### config.mk
export PLATFORM = sky130hd
export DESIGN_NAME = fight_core
export DESIGN_NICKNAME = d
export VERILOG_FILES = /design/src/verilog/fight_pkg.sv /design/src/verilog/fighter_if.sv /design/src/verilog/fighter.sv /design/src/verilog/hit_judge.sv /design/src/verilog/match_ctrl.sv /design/src/verilog/fight_core.sv
export SDC_FILE = /design/constraint.sdc
export NUM_CORES = 1
export LEC_CHECK = 0
export CAP_MARGIN = 25
export CELL_PAD_IN_SITES_DETAIL_PLACEMENT = 0
export CELL_PAD_IN_SITES_GLOBAL_PLACEMENT = 1
export CORE_AREA = 2 2 146 148
export CTS_BUF_LIST = sky130_fd_sc_hd__clkbuf_2
export CTS_CLUSTER_DIAMETER = 200
export DETAILED_ROUTE_END_ITERATION = 10
export DIE_AREA = 0 0 148 150
export DONT_BUFFER_PORTS = 1
export HOLD_SLACK_MARGIN = 0.02
export PLACE_DENSITY_LB_ADDON = 0.1
export SETUP_SLACK_MARGIN = 0.05
export SKIP_CTS_REPAIR_TIMING = 1
export SYNTH_ARGS = -nofsm -noshare
export SYNTH_HDL_FRONTEND = slang
export SYNTH_SLANG_ARGS = --single-unit
### constraint.sdc
create_clock -name clk -period 5.6 [get_ports clk]
set_input_delay 0.56 -clock clk [delete_from_list [all_inputs] [get_ports clk]]
set_output_delay 0.56 -clock clk [all_outputs]
set_load 0.01 [all_outputs]
### src/verilog/fight_pkg.sv
package fight_pkg;

  typedef enum logic [3:0] {
    IDLE       = 4'd0,
    MOVE_FWD   = 4'd1,
    MOVE_BACK  = 4'd2,
    B_START    = 4'd3,
    B_ACTIVE   = 4'd4,
    B_RECOVER  = 4'd5,
    D_START    = 4'd6,
    D_ACTIVE   = 4'd7,
    D_RECOVER  = 4'd8,
    HIT_STUN   = 4'd9,
    BLOCK_STUN = 4'd10
  } fighter_state_e;

  typedef enum logic [1:0] {NONE = 2'd0, BASIC = 2'd1, DIRECTIONAL = 2'd2} hit_kind_e;
  typedef enum logic [1:0] {WAIT = 2'd0, FIGHT = 2'd1, OVER = 2'd2} match_state_e;
  typedef enum logic [1:0] {NOBODY = 2'd0, LEFT = 2'd1, RIGHT = 2'd2} winner_e;

  localparam int POS_W    = 10;
  localparam int HEALTH_W = 3;
  localparam int PHASE_W  = 5;

  // Phase lengths in frames
  localparam logic [PHASE_W-1:0] B_START_LEN      = 5'd5;
  localparam logic [PHASE_W-1:0] B_ACTIVE_LEN     = 5'd2;
  localparam logic [PHASE_W-1:0] B_RECOVER_LEN    = 5'd16;
  localparam logic [PHASE_W-1:0] D_START_LEN      = 5'd4;
  localparam logic [PHASE_W-1:0] D_ACTIVE_LEN     = 5'd3;
  localparam logic [PHASE_W-1:0] D_RECOVER_LEN    = 5'd15;
  localparam logic [PHASE_W-1:0] HIT_STUN_BASIC   = 5'd16;
  localparam logic [PHASE_W-1:0] HIT_STUN_DIR     = 5'd16;
  localparam logic [PHASE_W-1:0] BLOCK_STUN_BASIC = 5'd14;
  localparam logic [PHASE_W-1:0] BLOCK_STUN_DIR   = 5'd14;

  // Pixels per frame, walls and spacing
  localparam logic [POS_W-1:0] SPEED_FWD   = 10'd3;
  localparam logic [POS_W-1:0] SPEED_BACK  = 10'd2;
  localparam logic [POS_W-1:0] POS_MIN     = 10'd10;
  localparam logic [POS_W-1:0] POS_MAX     = 10'd517;
  localparam logic [POS_W-1:0] MIN_GAP     = 10'd30;
  localparam logic [POS_W-1:0] START_LEFT  = 10'd100;
  localparam logic [POS_W-1:0] START_RIGHT = 10'd427;

  // Box offsets from posx, left-facing; right side mirrors against MIRROR_W
  localparam logic [POS_W-1:0] BASIC_X1_OFF = 10'd35;
  localparam logic [POS_W-1:0] BASIC_X2_OFF = 10'd113;
  localparam logic [POS_W-1:0] DIR_X1_OFF   = 10'd62;
  localparam logic [POS_W-1:0] DIR_X2_OFF   = 10'd95;
  localparam logic [POS_W-1:0] HURT_X1_OFF  = 10'd28;
  localparam logic [POS_W-1:0] HURT_X2_OFF  = 10'd81;
  localparam logic [POS_W-1:0] MIRROR_W     = 10'd113;

endpackage

### src/verilog/fighter_if.sv
`timescale 1ns/1ns

// One fighter's view as seen by the hit judge
interface fighter_if;

  fight_pkg::fighter_state_e    state;
  logic [fight_pkg::POS_W-1:0]  posx;
  logic                         atk_on;
  fight_pkg::hit_kind_e         atk_kind;
  logic [fight_pkg::POS_W-1:0]  atk_x1;
  logic [fight_pkg::POS_W-1:0]  atk_x2;
  logic [fight_pkg::POS_W-1:0]  hurt_x1;
  logic [fight_pkg::POS_W-1:0]  hurt_x2;

  modport fighter (
    output state, posx,
    output atk_on, atk_kind,
    output atk_x1, atk_x2,
    output hurt_x1, hurt_x2
  );

  modport judge (
    input state, posx,
    input atk_on, atk_kind,
    input atk_x1, atk_x2,
    input hurt_x1, hurt_x2
  );

endinterface

### src/verilog/fighter.sv
`timescale 1ns/1ns

module fighter #(
  parameter bit SIDE = 1'b0
) (
  input  logic                        clk,
  input  logic                        rst,
  input  logic                        frame_tick,
  input  logic                        fighting,
  input  logic                        round_start,
  input  logic                        left,
  input  logic                        right,
  input  logic                        attack,
  input  fight_pkg::hit_kind_e        hit,
  input  logic [fight_pkg::POS_W-1:0] other_posx,
  fighter_if.fighter                  box
);

  localparam logic [fight_pkg::POS_W-1:0] START_POS =
    SIDE ? fight_pkg::START_RIGHT : fight_pkg::START_LEFT;

  fight_pkg::fighter_state_e      state;
  fight_pkg::fighter_state_e      next_state;
  fight_pkg::fighter_state_e      key_state;
  logic [fight_pkg::POS_W-1:0]    posx;
  logic [fight_pkg::PHASE_W-1:0]  phase_cnt;
  logic [fight_pkg::PHASE_W-1:0]  phase_len;
  logic [fight_pkg::PHASE_W-1:0]  stun_len;
  logic [fight_pkg::PHASE_W-1:0]  next_stun_len;
  logic                           phase_done;
  logic                           fwd_ok;
  logic                           back_ok;
  logic [fight_pkg::POS_W-1:0]    fwd_pos;
  logic [fight_pkg::POS_W-1:0]    back_pos;
  logic [fight_pkg::POS_W-1:0]    atk_lo;
  logic [fight_pkg::POS_W-1:0]    atk_hi;

  // Length of the current phase; free states count as one frame
  always_comb begin
    case (state)
      fight_pkg::B_START:    phase_len = fight_pkg::B_START_LEN;
      fight_pkg::B_ACTIVE:   phase_len = fight_pkg::B_ACTIVE_LEN;
      fight_pkg::B_RECOVER:  phase_len = fight_pkg::B_RECOVER_LEN;
      fight_pkg::D_START:    phase_len = fight_pkg::D_START_LEN;
      fight_pkg::D_ACTIVE:   phase_len = fight_pkg::D_ACTIVE_LEN;
      fight_pkg::D_RECOVER:  phase_len = fight_pkg::D_RECOVER_LEN;
      fight_pkg::HIT_STUN,
      fight_pkg::BLOCK_STUN: phase_len = stun_len;
      default:               phase_len = 5'd1;
    endcase
  end

  // Counter holds ticks spent in the phase minus one
  assign phase_done = (phase_cnt >= phase_len - 5'd1);

  // Direction keys, forward depends on which side we face from
  always_comb begin
    if (left && right) begin
      key_state = fight_pkg::MOVE_BACK;
    end else if (left) begin
      key_state = SIDE ? fight_pkg::MOVE_FWD : fight_pkg::MOVE_BACK;
    end else if (right) begin
      key_state = SIDE ? fight_pkg::MOVE_BACK : fight_pkg::MOVE_FWD;
    end else begin
      key_state = fight_pkg::IDLE;
    end
  end

  always_comb begin
    next_stun_len = stun_len;
    if (hit != fight_pkg::NONE) begin
      if (state == fight_pkg::MOVE_BACK) begin
        next_state    = fight_pkg::BLOCK_STUN;
        next_stun_len = (hit == fight_pkg::DIRECTIONAL) ?
                        fight_pkg::BLOCK_STUN_DIR : fight_pkg::BLOCK_STUN_BASIC;
      end else begin
        next_state    = fight_pkg::HIT_STUN;
        next_stun_len = (hit == fight_pkg::DIRECTIONAL) ?
                        fight_pkg::HIT_STUN_DIR : fight_pkg::HIT_STUN_BASIC;
      end
    end else if (!phase_done) begin
      next_state = state;
    end else if (state == fight_pkg::B_START) begin
      next_state = fight_pkg::B_ACTIVE;
    end else if (state == fight_pkg::B_ACTIVE) begin
      next_state = fight_pkg::B_RECOVER;
    end else if (state == fight_pkg::D_START) begin
      next_state = fight_pkg::D_ACTIVE;
    end else if (state == fight_pkg::D_ACTIVE) begin
      next_state = fight_pkg::D_RECOVER;
    end else if (attack) begin
      // Attacking out of a walk gives the directional move
      if (state == fight_pkg::MOVE_FWD || state == fight_pkg::MOVE_BACK) begin
        next_state = fight_pkg::D_START;
      end else begin
        next_state = fight_pkg::B_START;
      end
    end else begin
      next_state = key_state;
    end
  end

  // Step only when the result stays between the walls
  assign fwd_pos  = SIDE ? posx - fight_pkg::SPEED_FWD : posx + fight_pkg::SPEED_FWD;
  assign back_pos = SIDE ? posx + fight_pkg::SPEED_BACK : posx - fight_pkg::SPEED_BACK;

  assign fwd_ok = SIDE ?
    (posx >= fight_pkg::POS_MIN + fight_pkg::SPEED_FWD) &&
    (other_posx + fight_pkg::MIN_GAP < posx) :
    (posx + fight_pkg::SPEED_FWD <= fight_pkg::POS_MAX) &&
    (posx + fight_pkg::MIN_GAP < other_posx);

  assign back_ok = SIDE ?
    (posx + fight_pkg::SPEED_BACK <= fight_pkg::POS_MAX) :
    (posx >= fight_pkg::POS_MIN + fight_pkg::SPEED_BACK);

  always_ff @(posedge clk) begin
    if (rst || round_start) begin
      state     <= fight_pkg::IDLE;
      posx      <= START_POS;
      phase_cnt <= '0;
      stun_len  <= fight_pkg::HIT_STUN_BASIC;
    end else if (frame_tick && fighting) begin
      state    <= next_state;
      stun_len <= next_stun_len;
      if (next_state != state) begin
        phase_cnt <= '0;
      end else if (phase_cnt != '1) begin
        phase_cnt <= phase_cnt + 5'd1;
      end
      if (state == fight_pkg::MOVE_FWD && fwd_ok) begin
        posx <= fwd_pos;
      end else if (state == fight_pkg::MOVE_BACK && back_ok) begin
        posx <= back_pos;
      end
    end
  end

  // Boxes
  always_comb begin
    if (box.atk_kind == fight_pkg::DIRECTIONAL) begin
      atk_lo = fight_pkg::DIR_X1_OFF;
      atk_hi = fight_pkg::DIR_X2_OFF;
    end else begin
      atk_lo = fight_pkg::BASIC_X1_OFF;
      atk_hi = fight_pkg::BASIC_X2_OFF;
    end
  end

  assign box.state    = state;
  assign box.posx     = posx;
  assign box.atk_on   = (state == fight_pkg::B_ACTIVE) || (state == fight_pkg::D_ACTIVE);
  assign box.atk_kind = (state == fight_pkg::B_ACTIVE) ? fight_pkg::BASIC :
                        (state == fight_pkg::D_ACTIVE) ? fight_pkg::DIRECTIONAL :
                        fight_pkg::NONE;

  assign box.atk_x1  = SIDE ? posx + fight_pkg::MIRROR_W - atk_hi : posx + atk_lo;
  assign box.atk_x2  = SIDE ? posx + fight_pkg::MIRROR_W - atk_lo : posx + atk_hi;
  assign box.hurt_x1 = SIDE ? posx + fight_pkg::MIRROR_W - fight_pkg::HURT_X2_OFF :
                              posx + fight_pkg::HURT_X1_OFF;
  assign box.hurt_x2 = SIDE ? posx + fight_pkg::MIRROR_W - fight_pkg::HURT_X1_OFF :
                              posx + fight_pkg::HURT_X2_OFF;

endmodule

### src/verilog/hit_judge.sv
`timescale 1ns/1ns

module hit_judge (
  fighter_if.judge             left_box,
  fighter_if.judge             right_box,
  output fight_pkg::hit_kind_e hit_left,
  output fight_pkg::hit_kind_e hit_right,
  output logic                 landed_left,
  output logic                 landed_right
);

  logic left_overlap;
  logic right_overlap;
  logic left_stunned;
  logic right_stunned;

  // Inclusive span overlap
  function automatic logic spans_meet(
    input logic [fight_pkg::POS_W-1:0] a1,
    input logic [fight_pkg::POS_W-1:0] a2,
    input logic [fight_pkg::POS_W-1:0] b1,
    input logic [fight_pkg::POS_W-1:0] b2
  );
    return (a1 <= b2) && (b1 <= a2);
  endfunction

  function automatic logic in_stun(input fight_pkg::fighter_state_e st);
    return (st == fight_pkg::HIT_STUN) || (st == fight_pkg::BLOCK_STUN);
  endfunction

  // Attacker's box against the defender's hurt box
  assign left_overlap  = spans_meet(right_box.atk_x1, right_box.atk_x2,
                                    left_box.hurt_x1, left_box.hurt_x2);
  assign right_overlap = spans_meet(left_box.atk_x1, left_box.atk_x2,
                                    right_box.hurt_x1, right_box.hurt_x2);

  assign left_stunned  = in_stun(left_box.state);
  assign right_stunned = in_stun(right_box.state);

  // Defender already reeling takes no further hit
  always_comb begin
    if (right_box.atk_on && left_overlap && !left_stunned) begin
      hit_left = right_box.atk_kind;
    end else begin
      hit_left = fight_pkg::NONE;
    end
  end

  always_comb begin
    if (left_box.atk_on && right_overlap && !right_stunned) begin
      hit_right = left_box.atk_kind;
    end else begin
      hit_right = fight_pkg::NONE;
    end
  end

  // Walking back blocks
  assign landed_left  = (hit_left != fight_pkg::NONE) &&
                        (left_box.state != fight_pkg::MOVE_BACK);
  assign landed_right = (hit_right != fight_pkg::NONE) &&
                        (right_box.state != fight_pkg::MOVE_BACK);

endmodule

### src/verilog/match_ctrl.sv
`timescale 1ns/1ns

module match_ctrl #(
  parameter logic [fight_pkg::HEALTH_W-1:0] START_HEALTH = 3'd5
) (
  input  logic                           clk,
  input  logic                           rst,
  input  logic                           frame_tick,
  input  logic                           start,
  input  logic                           landed_left,
  input  logic                           landed_right,
  output logic                           round_start,
  output logic                           fighting,
  output fight_pkg::match_state_e        match_state,
  output logic [fight_pkg::HEALTH_W-1:0] health_left,
  output logic [fight_pkg::HEALTH_W-1:0] health_right,
  output fight_pkg::winner_e             winner
);

  logic [fight_pkg::HEALTH_W-1:0] next_left;
  logic [fight_pkg::HEALTH_W-1:0] next_right;

  assign fighting    = (match_state == fight_pkg::FIGHT);
  assign round_start = start && (match_state != fight_pkg::FIGHT);

  // Floor at zero
  assign next_left  = (landed_left && health_left != '0) ? health_left - 3'd1 : health_left;
  assign next_right = (landed_right && health_right != '0) ? health_right - 3'd1 : health_right;

  always_ff @(posedge clk) begin
    if (rst) begin
      match_state  <= fight_pkg::WAIT;
      health_left  <= START_HEALTH;
      health_right <= START_HEALTH;
      winner       <= fight_pkg::NOBODY;
    end else if (round_start) begin
      match_state  <= fight_pkg::FIGHT;
      health_left  <= START_HEALTH;
      health_right <= START_HEALTH;
      winner       <= fight_pkg::NOBODY;
    end else if (fighting && frame_tick) begin
      health_left  <= next_left;
      health_right <= next_right;
      if (next_left == '0 || next_right == '0) begin
        match_state <= fight_pkg::OVER;
        if (next_left == '0 && next_right == '0) begin
          winner <= fight_pkg::NOBODY;
        end else if (next_left == '0) begin
          winner <= fight_pkg::RIGHT;
        end else begin
          winner <= fight_pkg::LEFT;
        end
      end
    end
  end

endmodule

### src/verilog/fight_core.sv
`timescale 1ns/1ns

module fight_core #(
  parameter logic [fight_pkg::HEALTH_W-1:0] START_HEALTH = 3'd5
) (
  input  logic                           clk,
  input  logic                           rst,
  input  logic                           frame_tick,
  input  logic                           start,
  input  logic                           p1_left,
  input  logic                           p1_right,
  input  logic                           p1_attack,
  input  logic                           p2_left,
  input  logic                           p2_right,
  input  logic                           p2_attack,
  output logic [fight_pkg::POS_W-1:0]    p1_posx,
  output logic [fight_pkg::POS_W-1:0]    p2_posx,
  output logic [3:0]                     p1_state,
  output logic [3:0]                     p2_state,
  output logic [fight_pkg::HEALTH_W-1:0] p1_health,
  output logic [fight_pkg::HEALTH_W-1:0] p2_health,
  output fight_pkg::match_state_e        match_state,
  output fight_pkg::winner_e             winner
);

  fight_pkg::hit_kind_e hit_left;
  fight_pkg::hit_kind_e hit_right;
  logic                 landed_left;
  logic                 landed_right;
  logic                 round_start;
  logic                 fighting;

  fighter_if left_if ();
  fighter_if right_if ();

  // Player one stands on the left
  fighter #(.SIDE(1'b0)) i_fighter_left (
    .clk(clk), .rst(rst), .frame_tick(frame_tick),
    .fighting(fighting), .round_start(round_start),
    .left(p1_left), .right(p1_right), .attack(p1_attack),
    .hit(hit_left), .other_posx(right_if.posx),
    .box(left_if.fighter)
  );

  fighter #(.SIDE(1'b1)) i_fighter_right (
    .clk(clk), .rst(rst), .frame_tick(frame_tick),
    .fighting(fighting), .round_start(round_start),
    .left(p2_left), .right(p2_right), .attack(p2_attack),
    .hit(hit_right), .other_posx(left_if.posx),
    .box(right_if.fighter)
  );

  hit_judge i_hit_judge (
    .left_box(left_if.judge), .right_box(right_if.judge),
    .hit_left(hit_left), .hit_right(hit_right),
    .landed_left(landed_left), .landed_right(landed_right)
  );

  match_ctrl #(.START_HEALTH(START_HEALTH)) i_match_ctrl (
    .clk(clk), .rst(rst), .frame_tick(frame_tick), .start(start),
    .landed_left(landed_left), .landed_right(landed_right),
    .round_start(round_start), .fighting(fighting), .match_state(match_state),
    .health_left(p1_health), .health_right(p2_health), .winner(winner)
  );

  assign p1_posx  = left_if.posx;
  assign p2_posx  = right_if.posx;
  assign p1_state = left_if.state;
  assign p2_state = right_if.state;

endmodule

# Word-level counts from Yosys, hierarchy flattened

Cells that the tools add are included.

Bits in registers: 58
Bits of input ports: 10

Add/subtract/negate cells: 20
Order comparisons: 11
Eq/ne operators: 30
Multiplexer cells: 53
Reduce and logical (&&, ||, !) cells: 54

Operators by type and width:

| cell                                                               | number |
|---|---|
| two-way mux 4 bit                                                  | 18 |
| one-hot mux 5 bit (7 select lines)                                 | 2 |
| less-or-equal comparator 10 bit                                    | 4 |
| two-way mux 10 bit                                                 | 4 |
| two-way mux 5 bit                                                  | 8 |
| == test 4 x 3 -> 1 bit, second input constant                      | 8 |
| == test 4 bit, second input constant                               | 6 |
| two-way mux 2 bit                                                  | 11 |
| logical AND 1 bit                                                  | 21 |
| adder 10 x 2 -> 10 bit, second input constant                      | 2 |
| adder 10 x 5 -> 10 bit, second input constant                      | 2 |
| adder 10 x 7 -> 10 bit, second input constant                      | 2 |
| greater-or-equal comparator 10 x 4 -> 1 bit, second input constant | 2 |
| less-or-equal comparator 10 bit, second input constant             | 2 |
| subtractor 10 x 2 -> 10 bit, second input constant                 | 2 |
| == test 4 x 2 -> 1 bit, second input constant                      | 4 |
| AND reduction 2 bit                                                | 8 |
| nonzero test 2 bit                                                 | 8 |
| two-way mux 3 bit                                                  | 4 |
| two-way mux 6 bit                                                  | 2 |
| adder 10 x 6 -> 10 bit                                             | 1 |
| adder 10 x 7 -> 10 bit                                             | 1 |
| adder 5 x 1 -> 5 bit, second input constant                        | 2 |
| greater-or-equal comparator 5 bit                                  | 2 |
| other kinds (20)                                                   | 42 |

# Logic depth before layout (Yosys ltp)

Depth after elaboration: 20
Mapped depth: 23
Gate-level depth less buffers: 21

# By module

Synthesis repeated with hierarchy kept, for this count alone.

Cells, all modules: 1060
Area, all modules: 7915.1 um^2

By module, submodules not included:

| module                     | times used | cells each | area each (um^2) | sequential area each (um^2) |
|---|---|---|---|---|
| fighter at i_fighter_right | 1          | 423        | 3113.0           | 420.4 |
| fighter at i_fighter_left  | 1          | 410        | 3069.2           | 420.4 |
| hit_judge                  | 1          | 158        | 1146.1           | 0.0 |
| match_ctrl                 | 1          | 69         | 586.8            | 200.2 |

# Worst setup path after synthesis

No wires, ideal clock.

Path kind: register to register
Start: register i_fighter_right.posx (netlist bit i_fighter_right.box.posx[1])
End: register i_fighter_left.phase_cnt[0] (netlist bit)
Arrival: 4.409 ns
Data required time: 5.541 ns
Slack: 1.132 ns
Cell stages (with the launch flop): 21
Path buffers: 1
Clock period less this slack: 4.468 ns
Cells stage by stage: dfxtp_1 > ha_1 > xor2_1 > ha_1 > nor2b_1 > a221oi_1 > a21oi_1 > o21ai_1 > a21oi_1 > nor2_1 > xnor2_1 > ha_1 > nand4_1 > nor3_1 > a32o_1 > o221ai_1 > buf_2 > nand3_2 > nand4b_2 > nor4_2 > mux2_2

Cells in the longest elaborated chain, start to end: 12

Ends and longest elaborated chain:

| item                                                                       | line                           | text |
|---|---|---|
| start, declared                                                            | fighter.sv:25                  | `logic [fight_pkg::POS_W-1:0] posx;` |
| start signal, assigned                                                     | fighter.sv:132                 | `posx <= fwd_pos;` |
| start signal, assigned                                                     | fighter.sv:134                 | `posx <= back_pos;` |
| adder 10 x 7 -> 10 bit *                                                   | fighter.sv:157, fighter.sv:158 |  |
| subtractor 10 x 7 -> 10 bit or subtractor 10 x 6 -> 10 bit (tied branches) | fighter.sv:157, fighter.sv:158 |  |
| less-or-equal comparator 10 bit                                            | hit_judge.sv:24                | `return (a1 <= b2) && (b1 <= a2);` |
| logical AND 1 bit *                                                        | hit_judge.sv:24                |  |
| logical AND 1 bit * (2 in a row)                                           | hit_judge.sv:42                | `if (right_box.atk_on && left_overlap && !left_stunned) begin` |
| two-way mux 2 bit *                                                        | hit_judge.sv:42                |  |
| nonzero test 2 bit *                                                       | fighter.sv:71                  | `if (hit != fight_pkg::NONE) begin` |
| two-way mux 4 bit *                                                        | fighter.sv:71                  |  |
| inequality test 4 bit *                                                    | fighter.sv:126                 | `if (next_state != state) begin` |
| nonzero test 2 bit (no line)                                               | --                             |  |
| AND reduction 2 bit (no line)                                              | --                             |  |
| end signal, assigned                                                       | fighter.sv:129                 | `phase_cnt <= phase_cnt + 5'd1;` |
| end, declared                                                              | fighter.sv:26                  | `logic [fight_pkg::PHASE_W-1:0] phase_cnt;` |

Every way passes the cells marked *; elsewhere a longest branch is shown, timed or not.
A chain may end at the register's enable or synchronous reset.

# Worst setup path after layout

Start: register i_fighter_right.posx (netlist bit i_fighter_right.box.posx[1])
End: register i_fighter_right.phase_cnt[4] (netlist bit)

Cells in the longest elaborated chain, start to end: 12

Ends and longest elaborated chain:

| item                                                                       | line                           | text |
|---|---|---|
| adder 10 x 7 -> 10 bit *                                                   | fighter.sv:159, fighter.sv:161 |  |
| subtractor 10 x 5 -> 10 bit or subtractor 10 x 7 -> 10 bit (tied branches) | fighter.sv:161, fighter.sv:159 |  |
| less-or-equal comparator 10 bit                                            | hit_judge.sv:24                |  |
| logical AND 1 bit *                                                        | hit_judge.sv:24                |  |
| logical AND 1 bit * (2 in a row)                                           | hit_judge.sv:50                | `if (left_box.atk_on && right_overlap && !right_stunned) begin` |
| two-way mux 2 bit *                                                        | hit_judge.sv:50                |  |
| nonzero test 2 bit *                                                       | fighter.sv:71                  |  |
| two-way mux 4 bit *                                                        | fighter.sv:71                  |  |
| inequality test 4 bit *                                                    | fighter.sv:126                 |  |
| nonzero test 2 bit (no line)                                               | --                             |  |
| AND reduction 2 bit (no line)                                              | --                             |  |
| end signal, assigned                                                       | fighter.sv:129                 |  |
| end, declared                                                              | fighter.sv:26                  |  |

Marked as above.

==> results.yml <==
detailed_routing:
  antenna_left: 0
  drt_iter0_drc: 358
  drt_wl_total_um: 22900
  highest_layer: "met4"
  met1_length_um: 10900
  wl_met3_um: 802
  routedWlPerCell_um: 18.8
  dr.pass1.iters: 5
  route.detailed.drc: 0
  wl_met2_um: 10700
  vias: 6592
  post_drt_via_cell_ratio: 5.43
status:
  status: "completed"
timing:
  skew_ps: 40.5
  max_freq_ghz: 0.196
  rsz0062_at_grt: "no"
  fin_crit_sh: 0.912
  whs_ps: 170
  slew_headroom: 0.338
  worst_slack_ps: 493
  fin_tns_setup_ps: 0
  setup_viol: 0
  report.final.slew_viol_count: 0
  worstMarginPinSlew_ps: 992
  timing.final.crit_period_ps: 5110
  final_hold_viol_count: 0
run:
  maxCapViolations: 0
floorplan:
  io_pins: 48
  rows: 53
  core_um2: 20700
  die_y_um: 150
  fp.dieW_um: 148
  die_area_um2: 22200
  start_util: 0.341
yosys:
  synth.ff_latch_count: 52
  synth_nets: 1051
  synth.distinct_cells: 83
  ys_warn_count: 0
  syn_area_um2: 7060
  ys_seq_area_frac: 0.147
  ys.flop_type: "dfxtp_1"
  syn_avg_cell_area_um2: 7.48
  netlist_instances: 944
  synth-edff-count: 0
  async_flop_share: 0
worst_setup_path:
  arrival_ps: 5570
  cpMostUsedCell: "ha_1"
  cp_slowest_cell: "dfxtp_1"
  critical_path_buf_inv_count: 3
  endpoint_kind: "register"
  crit_fanout: 11
  start_kind: "register"
  crit_type: "register to register"
  path_delay_family: "compound AO/OA/AOI/OAI gates"
  r2r_slack_ps: 490
  cp_data_required_time_ps: 6070
  crit_chain: "ha_1 > nand2_1 > xnor2_1 > inv_2 > ha_1 > inv_1 > o21ai_0 > a21oi_1 > o21ai_1 > xor2_1 > ha_1 > nand4_1 > nor3_1 > a221oi_1 > a32oi_1 > nor3_1 > buf_4 > a211oi_4 > a21o_1 > a32o_2"
  slowest_delay_ps: 600
clock_tree:
  clk_latency_ps: 530
  cts_sinks: 52
  htreeDepth: 2
  cts.path.max_buffers: 2
  cts_buffers: 5
  cts_root_buffer: "clkbuf_2"
  cts_tree: "done"
  clkTransAtPathRegs_ps: 300
placed_design:
  pre_cts_slack_ps: 564
  portBuffers: 0
  place_congestion: 0.856
  hpwlAfterDp_um: 17900
cells_and_area:
  drive_gt1_frac: 0.0885
  final_nets: 1044
  fillCellCount: 2295
  synthToLayoutAreaGrowth_pct: 6.52
  fin_util: 0.364
global_route:
  grt_max_degree: 26
  grt_pass1_wl_um: 36300
  overflow: 0
  grt_usage: 0.210
  antenna_found_initial: 1
  grt_pass1_vias: 6381
power_and_ir_drop:
  cellPowerDensity_nw_per_um2: 92.9
  p_leak_nw: 3.22
  total_power_w: 0.000699
  ir_drop_mv: 0.0743
hold_path:
  hp-class: "input pin to register"
-- path summary, 6_finish.rpt --
check	start	to	cells after the start
max	i_fighter_right.box.posx[1]$_SDFFE_PP1P_	i_fighter_right.phase_cnt[4]$_SDFFE_PP0P_	20
min reg2reg	i_fighter_right.stun_len[3]$_SDFFE_PP0P_	i_fighter_right.stun_len[3]$_SDFFE_PP0P_	2
max reg2reg	i_fighter_right.box.posx[1]$_SDFFE_PP1P_	i_fighter_right.phase_cnt[4]$_SDFFE_PP0P_	20
min	start	i_match_ctrl.match_state[0]$_SDFFE_PP0P_	2
-- flip-flops by register name, indices dropped and copies added, names as in the netlist --
signal and count:
i_match_ctrl.winner 2, i_fighter_left.phase_cnt 5, i_match_ctrl.match_state 2, i_fighter_right.box.posx 10
i_fighter_left.box.posx 10, i_fighter_right.stun_len 2, i_match_ctrl.health_left 3, i_match_ctrl.health_right 3
i_fighter_right.box.state 4, i_fighter_right.phase_cnt 5, i_fighter_left.stun_len 2, i_fighter_left.box.state 4
-- metal layers --
| layer | GRT usage | vias to the layer above |
|---|---|---|
| li1 | - | 3372 |
| met1 | 0.286 | 3070 |
| met2 | 0.348 | 127 |
| met3 | 0.0265 | 23 |
| met4 | 0.0571 | 0 |
| met5 | 0 | - |
-- final cells by class --
class	instances	area (µm²)	share of cell area
multi-input combinational	779	5560	0.739
sequential	52	1040	0.138
tap	275	344	0.0457
timing repair buffer	42	318	0.0423
inverter	57	214	0.0284
clock buffer	6	30.0	0.00399
clock inverter	2	11.3	0.00150
antenna	1	2.50	0.000333
-- placed cells by master, fill, tap and decap left out, types with 12 or more instances in the layout --
master and n:
mux2i_1 13, nand2_1 71, nor2_1 75, nand4_1 13, ha_1 97, nor2b_1 13, buf_4 41, o21ai_1 17
inv_1 48, xor2_1 35, xnor2_1 64, nor3_1 27, nand2b_1 17, o21ai_0 45, a21o_1 24, nand3_1 25
a21oi_1 74, a31oi_1 12, dfxtp_1 52
-- stage by stage --
| step | instance area [µm²] | instances |
|---|---|---|
| 2_1_floorplan | 7060 | 944 |
| 3_3_place_gp | 7460 | 1204 |
| 3_5_place_dp | 7460 | 1204 |
| 4_1_cts | 7500 | 1212 |
| 5_1_grt | 7520 | 1214 |
| 6_report | 7520 | 1214 |
-- synth_stat cells, types with 17 or more instances --
| cell type | instances | share of area |
|---|---|---|
| inv_1 | 48 | 0.026 |
| nor3_1 | 27 | 0.019 |
| dfxtp_1 | 52 | 0.15 |
| nand3_1 | 25 | 0.018 |
| nor2_1 | 76 | 0.040 |
| clkbuf_1 | 29 | 0.015 |
| ha_1 | 97 | 0.17 |
| nand2b_1 | 17 | 0.015 |
| o21ai_1 | 17 | 0.012 |
| a21oi_1 | 75 | 0.053 |
| o21ai_0 | 45 | 0.032 |
| a21o_1 | 24 | 0.026 |
| xnor2_1 | 64 | 0.079 |
| buf_2 | 17 | 0.012 |
| nand2_1 | 71 | 0.038 |
| xor2_1 | 35 | 0.043 |
-- worst register-to-register path, cell delays in order, from the launching register on --
cell,delay (ps)
dfxtp_1,600
ha_1,400
nand2_1,190
xnor2_1,490
inv_2,220
ha_1,240
inv_1,50
o21ai_0,130
a21oi_1,270
o21ai_1,100
xor2_1,180
ha_1,310
nand4_1,90
nor3_1,310
a221oi_1,150
a32oi_1,340
nor3_1,110
buf_4,200
a211oi_4,330
a21o_1,220
a32o_2,120
-- report_power, final --
part	switching, W	total [W]	internal, W	leakage [nW]
Clock	0.000140	0.000171	0.0000309	0.0266
Sequential	0.00000252	0.000378	0.000375	0.420
Combinational	0.0000953	0.000150	0.0000547	2.78
-- cell families (layout without fill, tap and decap cells) --
logic type               after synthesis  after routing  synth area share
multiplexers                          14             14            0.0200
XOR/XNOR                              99             99             0.123
adder cells (fa/ha/maj)              101            101             0.178
AND/OR/NAND/NOR                      307            307             0.227
flip-flops                            52             52             0.147
AO/OA/AOI/OAI                        258            258             0.238
buffers and inverters                113            107            0.0668
other                                  0              1                 0
No activity file was read; power rests on OpenSTA's default activity.
